<file path="src/n_rr_config.svh">
`ifndef N_RR_CONFIG_SVH
`define N_RR_CONFIG_SVH

// Number of router inputs that can compete for the north output.
`define N_RR_INPUTS 4

// Grant hold length in clock cycles, one cycle per flit (legal range 1 to 15).
`define N_RR_PACKET_FLITS 4

// Width of the flit down-counter, wide enough for the largest packet.
`define N_RR_HOLD_W 4

`endif

</file>
<file path="src/noc_port_pkg.sv">
package noc_port_pkg;

        // Next-hop address of a flit and select code of the crossbar share one width.
        typedef logic [2:0] port_addr_t;

        typedef enum port_addr_t {
                PORT_N    = 3'd0,
                PORT_S    = 3'd1,
                PORT_W    = 3'd2,
                PORT_E    = 3'd3,
                PORT_L    = 3'd4,
                PORT_NONE = 3'd7 // No port, crossbar left idle.
        } port_code_t;

endpackage

</file>
<file path="src/rr_arb_pkg.sv">
`include "n_rr_config.svh"

package rr_arb_pkg;

        // One request bit per input, in the order S, W, E, L from bit 0.
        typedef logic [`N_RR_INPUTS-1:0] req_vec_t;

        // Index of an input, used for the pointer and for the winner.
        typedef logic [$clog2(`N_RR_INPUTS)-1:0] rr_ptr_t;

        localparam rr_ptr_t IN_S = 2'd0;
        localparam rr_ptr_t IN_W = 2'd1;
        localparam rr_ptr_t IN_E = 2'd2;
        localparam rr_ptr_t IN_L = 2'd3;

        typedef enum logic [1:0] {
                ARB_IDLE    = 2'd0,
                ARB_GRANT   = 2'd1, // Output owned by one input for a packet.
                ARB_RELEASE = 2'd2
        } arb_state_t;

endpackage

</file>
<file path="src/grant_hold_timer.sv">
`timescale 1ns/1ps

`include "n_rr_config.svh"

module grant_hold_timer (
        input  logic clk,
        input  logic rst_i,
        input  logic load_i,
        output logic done_o
);

        localparam int unsigned HOLD_W = `N_RR_HOLD_W;

        typedef logic [HOLD_W-1:0] hold_cnt_t;

        // Counting down to zero gives exactly one cycle per flit.
        localparam hold_cnt_t LOAD_VAL = hold_cnt_t'(`N_RR_PACKET_FLITS - 1);

        hold_cnt_t cnt_q;
        logic      run_q;

        always_ff @(posedge clk) begin
                if (rst_i) begin
                        cnt_q <= '0;
                        run_q <= 1'b0;
                end else if (load_i) begin
                        cnt_q <= LOAD_VAL;
                        run_q <= 1'b1;
                end else if (run_q) begin
                        if (cnt_q == '0) begin
                                run_q <= 1'b0; // Packet is over.
                        end else begin
                                cnt_q <= cnt_q - 1'b1;
                        end
                end
        end

        assign done_o = run_q && (cnt_q == '0);

endmodule

</file>
<file path="src/n_route_decoder.sv">
`timescale 1ns/1ps

module n_route_decoder (
        input  noc_port_pkg::port_addr_t s_nexthop_addr_i,
        input  noc_port_pkg::port_addr_t w_nexthop_addr_i,
        input  noc_port_pkg::port_addr_t e_nexthop_addr_i,
        input  noc_port_pkg::port_addr_t l_nexthop_addr_i,
        output rr_arb_pkg::req_vec_t     req_o
);

        import noc_port_pkg::*;
        import rr_arb_pkg::*;

        // The other output arbiters differ only in this code.
        localparam port_code_t TARGET_PORT = PORT_N;

        always_comb begin
                req_o       = '0;
                req_o[IN_S] = (s_nexthop_addr_i == TARGET_PORT);
                req_o[IN_W] = (w_nexthop_addr_i == TARGET_PORT);
                req_o[IN_E] = (e_nexthop_addr_i == TARGET_PORT);
                req_o[IN_L] = (l_nexthop_addr_i == TARGET_PORT);
        end

endmodule

</file>
<file path="src/n_rr_processor.sv">
`timescale 1ns/1ps

module n_rr_processor (
        input  logic                     clk,
        input  logic                     rst_i,
        input  noc_port_pkg::port_addr_t s_nexthop_addr_i,
        input  noc_port_pkg::port_addr_t w_nexthop_addr_i,
        input  noc_port_pkg::port_addr_t e_nexthop_addr_i,
        input  noc_port_pkg::port_addr_t l_nexthop_addr_i,
        output logic                     grant_s_o,
        output logic                     grant_w_o,
        output logic                     grant_e_o,
        output logic                     grant_l_o,
        output noc_port_pkg::port_addr_t to_cs_o
);

        import rr_arb_pkg::*;

        req_vec_t req;
        rr_ptr_t  ptr;
        rr_ptr_t  win_idx;
        logic     win_valid;
        logic     timer_load;
        logic     timer_done;
        logic     rotate;
        rr_ptr_t  last_idx;

        n_route_decoder u_decoder (
                .s_nexthop_addr_i (s_nexthop_addr_i),
                .w_nexthop_addr_i (w_nexthop_addr_i),
                .e_nexthop_addr_i (e_nexthop_addr_i),
                .l_nexthop_addr_i (l_nexthop_addr_i),
                .req_o            (req)
        );

        rr_priority_ring u_ring (
                .clk        (clk),
                .rst_i      (rst_i),
                .rotate_i   (rotate),
                .last_idx_i (last_idx),
                .ptr_o      (ptr)
        );

        rr_grant_select u_select (
                .req_i       (req),
                .ptr_i       (ptr),
                .win_idx_o   (win_idx),
                .win_valid_o (win_valid)
        );

        grant_hold_timer u_timer (
                .clk    (clk),
                .rst_i  (rst_i),
                .load_i (timer_load),
                .done_o (timer_done)
        );

        rr_arb_fsm u_fsm (
                .clk          (clk),
                .rst_i        (rst_i),
                .win_idx_i    (win_idx),
                .win_valid_i  (win_valid),
                .timer_done_i (timer_done),
                .timer_load_o (timer_load),
                .rotate_o     (rotate),
                .last_idx_o   (last_idx),
                .grant_s_o    (grant_s_o),
                .grant_w_o    (grant_w_o),
                .grant_e_o    (grant_e_o),
                .grant_l_o    (grant_l_o),
                .to_cs_o      (to_cs_o)
        );

endmodule

</file>
<file path="src/rr_arb_fsm.sv">
`timescale 1ns/1ps

module rr_arb_fsm (
        input  logic                     clk,
        input  logic                     rst_i,
        input  rr_arb_pkg::rr_ptr_t      win_idx_i,
        input  logic                     win_valid_i,
        input  logic                     timer_done_i,
        output logic                     timer_load_o,
        output logic                     rotate_o,
        output rr_arb_pkg::rr_ptr_t      last_idx_o,
        output logic                     grant_s_o,
        output logic                     grant_w_o,
        output logic                     grant_e_o,
        output logic                     grant_l_o,
        output noc_port_pkg::port_addr_t to_cs_o
);

        import noc_port_pkg::*;
        import rr_arb_pkg::*;

        arb_state_t state_q;
        arb_state_t state_d;
        rr_ptr_t    win_q;
        req_vec_t   grant_vec;
        port_code_t cs_code;

        always_comb begin
                state_d = state_q;
                case (state_q)
                        ARB_IDLE: begin
                                if (win_valid_i) begin
                                        state_d = ARB_GRANT;
                                end
                        end
                        ARB_GRANT: begin
                                if (timer_done_i) begin
                                        state_d = ARB_RELEASE;
                                end
                        end
                        ARB_RELEASE: begin
                                state_d = ARB_IDLE; // One idle cycle on the crossbar.
                        end
                        default: begin
                                state_d = ARB_IDLE;
                        end
                endcase
        end

        always_ff @(posedge clk) begin
                if (rst_i) begin
                        state_q <= ARB_IDLE;
                end else begin
                        state_q <= state_d;
                end
        end

        // Winner is sampled only when the grant starts; later requests wait.
        always_ff @(posedge clk) begin
                if (timer_load_o) begin
                        win_q <= win_idx_i;
                end
        end

        assign timer_load_o = (state_q == ARB_IDLE) && win_valid_i;
        assign rotate_o     = (state_q == ARB_GRANT) && timer_done_i;
        assign last_idx_o   = win_q;

        always_comb begin
                grant_vec = '0;
                cs_code   = PORT_NONE;
                if (state_q == ARB_GRANT) begin
                        grant_vec[win_q] = 1'b1;
                        case (win_q)
                                IN_S: cs_code = PORT_S;
                                IN_W: cs_code = PORT_W;
                                IN_E: cs_code = PORT_E;
                                IN_L: cs_code = PORT_L;
                                default: cs_code = PORT_NONE;
                        endcase
                end
        end

        assign grant_s_o = grant_vec[IN_S];
        assign grant_w_o = grant_vec[IN_W];
        assign grant_e_o = grant_vec[IN_E];
        assign grant_l_o = grant_vec[IN_L];
        assign to_cs_o   = cs_code;

endmodule

</file>
<file path="src/rr_grant_select.sv">
`timescale 1ns/1ps

`include "n_rr_config.svh"

module rr_grant_select (
        input  rr_arb_pkg::req_vec_t req_i,
        input  rr_arb_pkg::rr_ptr_t  ptr_i,
        output rr_arb_pkg::rr_ptr_t  win_idx_o,
        output logic                 win_valid_o
);

        import rr_arb_pkg::*;

        localparam int unsigned N_IN = `N_RR_INPUTS;

        logic [2*N_IN-1:0] req_dbl;
        req_vec_t          req_rot;
        rr_ptr_t           offset;

        // Two copies of the requests side by side make the wrap-around a plain slice.
        assign req_dbl = {req_i, req_i};
        assign req_rot = req_dbl[ptr_i +: N_IN];

        // Bit 0 of the rotated vector is the input at the pointer.
        always_comb begin
                offset = '0;
                for (int k = N_IN - 1; k >= 0; k--) begin
                        if (req_rot[k]) begin
                                offset = rr_ptr_t'(k);
                        end
                end
        end

        // The index wraps by itself in its own width.
        assign win_idx_o   = ptr_i + offset;
        assign win_valid_o = |req_i;

endmodule

</file>
<file path="src/rr_priority_ring.sv">
`timescale 1ns/1ps

`include "n_rr_config.svh"

module rr_priority_ring (
        input  logic                clk,
        input  logic                rst_i,
        input  logic                rotate_i,
        input  rr_arb_pkg::rr_ptr_t last_idx_i,
        output rr_arb_pkg::rr_ptr_t ptr_o
);

        import rr_arb_pkg::*;

        localparam rr_ptr_t LAST_INPUT = rr_ptr_t'(`N_RR_INPUTS - 1);

        rr_ptr_t ptr_q;
        rr_ptr_t ptr_next;

        // The input after the last winner gets the top priority.
        always_comb begin
                if (last_idx_i == LAST_INPUT) begin
                        ptr_next = IN_S;
                end else begin
                        ptr_next = last_idx_i + 1'b1;
                end
        end

        always_ff @(posedge clk) begin
                if (rst_i) begin
                        ptr_q <= IN_S; // South starts with the top priority.
                end else if (rotate_i) begin
                        ptr_q <= ptr_next;
                end
        end

        assign ptr_o = ptr_q;

endmodule
</file>
<file path="config.mk">
export PLATFORM = sky130hd
export DESIGN_NAME = n_rr_processor
export DESIGN_NICKNAME = d
export VERILOG_FILES = /design/src/noc_port_pkg.sv /design/src/rr_arb_pkg.sv /design/src/grant_hold_timer.sv /design/src/n_route_decoder.sv /design/src/n_rr_processor.sv /design/src/rr_arb_fsm.sv /design/src/rr_grant_select.sv /design/src/rr_priority_ring.sv
export VERILOG_INCLUDE_DIRS = /design/src
export SDC_FILE = /design/constraint.sdc
export NUM_CORES = 1
export LEC_CHECK = 0
export BUFFER_PORTS_ARGS = -buffer_cell sky130_fd_sc_hd__buf_2
export CORE_MARGIN = 1.5
export CORE_UTILIZATION = 45
export DETAILED_ROUTE_END_ITERATION = 7
export PLACE_DENSITY_LB_ADDON = 0.15
export RECOVER_POWER = 25
export SLEW_MARGIN = 40
export SYNTH_ARGS = -nofsm -noshare
export SYNTH_HDL_FRONTEND = slang
export SYNTH_SLANG_ARGS = --single-unit
</file>
<file path="constraint.sdc">
create_clock -name clk -period 2.3 [get_ports clk]
set_clock_uncertainty 0.2 [all_clocks]
set_input_delay 0.575 -clock clk [delete_from_list [all_inputs] [get_ports clk]]
set_output_delay 0.575 -clock clk [all_outputs]
set_load 0.03 [all_outputs]
</file>
==> impl_metrics.json <==
{
  "maxCapViolCount": 0,
  "synth_warnings": 0,
  "utilization_pct": 64.0,
  "synthArstFlopShare_pct": 0,
  "drc": 0,
  "slew_headroom_pct": 74.4,
  "synth_seq_area_share_pct": 30.5,
  "post-cts-setup-buffer-count": 0,
  "coreArea_um2": 1580,
  "gp_congestion": 0.802,
  "ant_nets": 0,
  "path_class": "reg2out",
  "cp.depth": 4,
  "drive_gt1_share_pct": 32.8,
  "grt-ovfl-total": 0,
  "critPathBufInv": 2,
  "hp-class": "reg2reg",
  "cp.arrival_ns": 1.43,
  "fp.dieArea_um2": 2010,
  "cp_slowest_stage_delay_ns": 0.46,
  "fmaxAchievable_mhz": 454,
  "clock_latency_ns": 0.27,
  "period_share_pct": 95.8,
  "holdWs_ns": 0.353,
  "cts_buffers": 3,
  "synth_cell_type_count": 34,
  "status": "finished, final reports clean",
  "dr.pass1.iters": 4,
  "die_w_um": 44.8,
  "rsz0062_at_grt": "no",
  "die_h_um": 44.8,
  "syn-cell-area_um2": 787,
  "cp-start-kind": "flip-flop",
  "ir_drop_v": 0.000486,
  "path_delay_family": "flip-flops",
  "grt_max_degree": 13,
  "crit_fanout": 5,
  "synthDominantCellAreaShare_pct": 22.9,
  "synth-edff-count": 2,
  "yosys-top-cells-area": "dfxtp_1, ha_1, edfxtp_1",
  "worst_slew_pin_slew_ns": 0.384,
  "hold_viol_final": 0,
  "avgViaCountPerCell": 5.33,
  "grt_pass1_wl_mm": 2.53,
  "powerDensity_nw_per_um2": 536,
  "worstPathCellList": "inv_1 -> ha_1 -> nand2b_1 -> buf_2",
  "placed_area_um2": 985,
  "min_path_cells": 2,
  "layout.nets": 149,
  "wire_per_inst_um": 10.6,
  "antenna_found_initial": 0,
  "syn_area_per_cell_um2": 8.55,
  "ys_top_cells_by_count": "a21oi_1, dfxtp_1, ha_1",
  "cts_hold_buf": 0,
  "wirelength_mm": 1.49,
  "cts_tree": "built",
  "cp_slowest_cell": "edfxtp_1",
  "cts_max_path_buffers": 2,
  "syn_inst": 92,
  "synth_seq_cells": 11,
  "cts.sinks": 11,
  "first_iter_violations": 16,
  "setup_violations": 0,
  "critical_path_required_ns": 1.52,
  "syn-num-nets": 115,
  "p_leak_nw": 0.458,
  "antenna_cells": 0,
  "synthFlopType": "dfxtp_1",
  "port_buffers": 20,
  "num_vias": 751,
  "dpl.hpwl_mm": 1.16,
  "initial_utilization_pct": 49.9,
  "worstSetupEndpointType": "output pin",
  "worstRegToRegCells": 6,
  "htreeDepth": 1,
  "drv_slew": 0,
  "syn_to_final_growth_pct": 28.1,
  "io_pins": 21,
  "placementRows": 14,
  "synth.largest_area_cell": "dfxtp_1",
  "root_buffer": "clkbuf_4",
  "fin_area_um2": 1010,
  "grt_use_total_pct": 17.2,
  "finalCriticalPeriod_ns": 2.20,
  "clk_pin_slew_ns": 0.07,
  "cts_resized": 0,
  "grt_pass1_vias": 641
}
[kinds of logic after synthesis]
group           synth area share (%)
compound gates                  16.7
xor+xnor                        3.34
fa+ha+maj                       14.3
buf+inv                         3.97
flops                           30.5
mux                             1.27
simple gates                    29.9
[final timing paths]
kind                                       from                             to  slack [ns]
hold reg to reg   u_timer.cnt_q[3]$_SDFFE_PP0P_  u_timer.cnt_q[3]$_SDFFE_PP0P_        0.35
hold / removal    u_timer.cnt_q[3]$_SDFFE_PP0P_  u_timer.cnt_q[3]$_SDFFE_PP0P_        0.35
setup / recovery  u_fsm.last_idx_o[0]$_DFFE_PP_                     to_cs_o[1]         0.1
setup reg to reg   u_ring.ptr_o[0]$_SDFFE_PP0P_  u_fsm.last_idx_o[1]$_DFFE_PP_        0.38
[layout by cell type (no fill, tap or decap)]
cell	count
clkbuf_1	1
o21ai_1	2
o22ai_1	1
nor3_4	1
nor3_1	7
nor2_1	8
o311a_2	1
buf_4	12
nor3_2	2
and2_1	4
o21ai_0	1
or3_1	4
ha_1	9
buf_2	20
inv_1	5
o41a_1	1
dfxtp_1	9
nor2_2	1
nand3_1	1
nor4_1	1
nand2_1	4
o22a_1	1
xnor2_1	3
a21oi_1	9
edfxtp_1	2
a311oi_1	1
nand3b_1	1
nor2b_2	1
a211o_1	1
or2b_1	1
mux2i_1	1
o211ai_1	1
clkbuf_4	3
o2111ai_1	1
nor2b_1	1
nand2b_1	3
[layout make-up]
type | count | area (um^2)
Inverter | 5 | 18.8
Tap cell | 16 | 20.0
Multi-Input combinational cell | 73 | 513
Sequential cell | 11 | 240
Clock buffer | 4 | 26.3
Fill cell | 151 | 568
Timing Repair Buffer | 32 | 190
[power by group]
part | internal [mW] | leakage [nW] | total, mW | switching (mW)
clock | 0.0672 | 0.0150 | 0.134 | 0.0665
combinational | 0.0773 | 0.349 | 0.176 | 0.0986
sequential | 0.216 | 0.0932 | 0.231 | 0.0149
[state kept, by name, indices dropped and copies added (netlist names)]
| signal | count |
|---|---|
| u_ring.ptr_o | 2 |
| u_timer.cnt_q | 4 |
| u_timer.run_q | 1 |
| u_fsm.last_idx_o | 2 |
| u_fsm.state_q | 2 |
[layer usage]
layer / wire length [um] / up-vias / global-route usage (%)
met1: 711 / 334 / 21.7
met3: 94 / 0 / 6.00
met2: 686 / 24 / 27.0
met4: 0 / 0 / 7.06
met5: 0 / - / 0
li1: - / 393 / -
[per-stage QoR]
stage | total power, mW | std cells | TNS (ns) | setup WS [ns]
floorplan | 0.351 | 92 | 0 | 0.0275
global placement | 0.407 | 137 | -0.0973 | -0.0973
detailed placement | 0.411 | 137 | -0.126 | -0.126
CTS | 0.547 | 141 | 0 | 0.0667
global route | 0.577 | 141 | 0 | 0.00933
finish | 0.541 | 141 | 0 | 0.0962
[tightest hold or removal path, delay by kind of cell (launching register included)]
| kind | cells | cell delay (ns) |
|---|---|---|
| compound gates | 1 | 0.13 |
| flops | 1 | 0.33 |
| simple gates | 1 | 0.05 |
(Power assumes the default switching activity.)
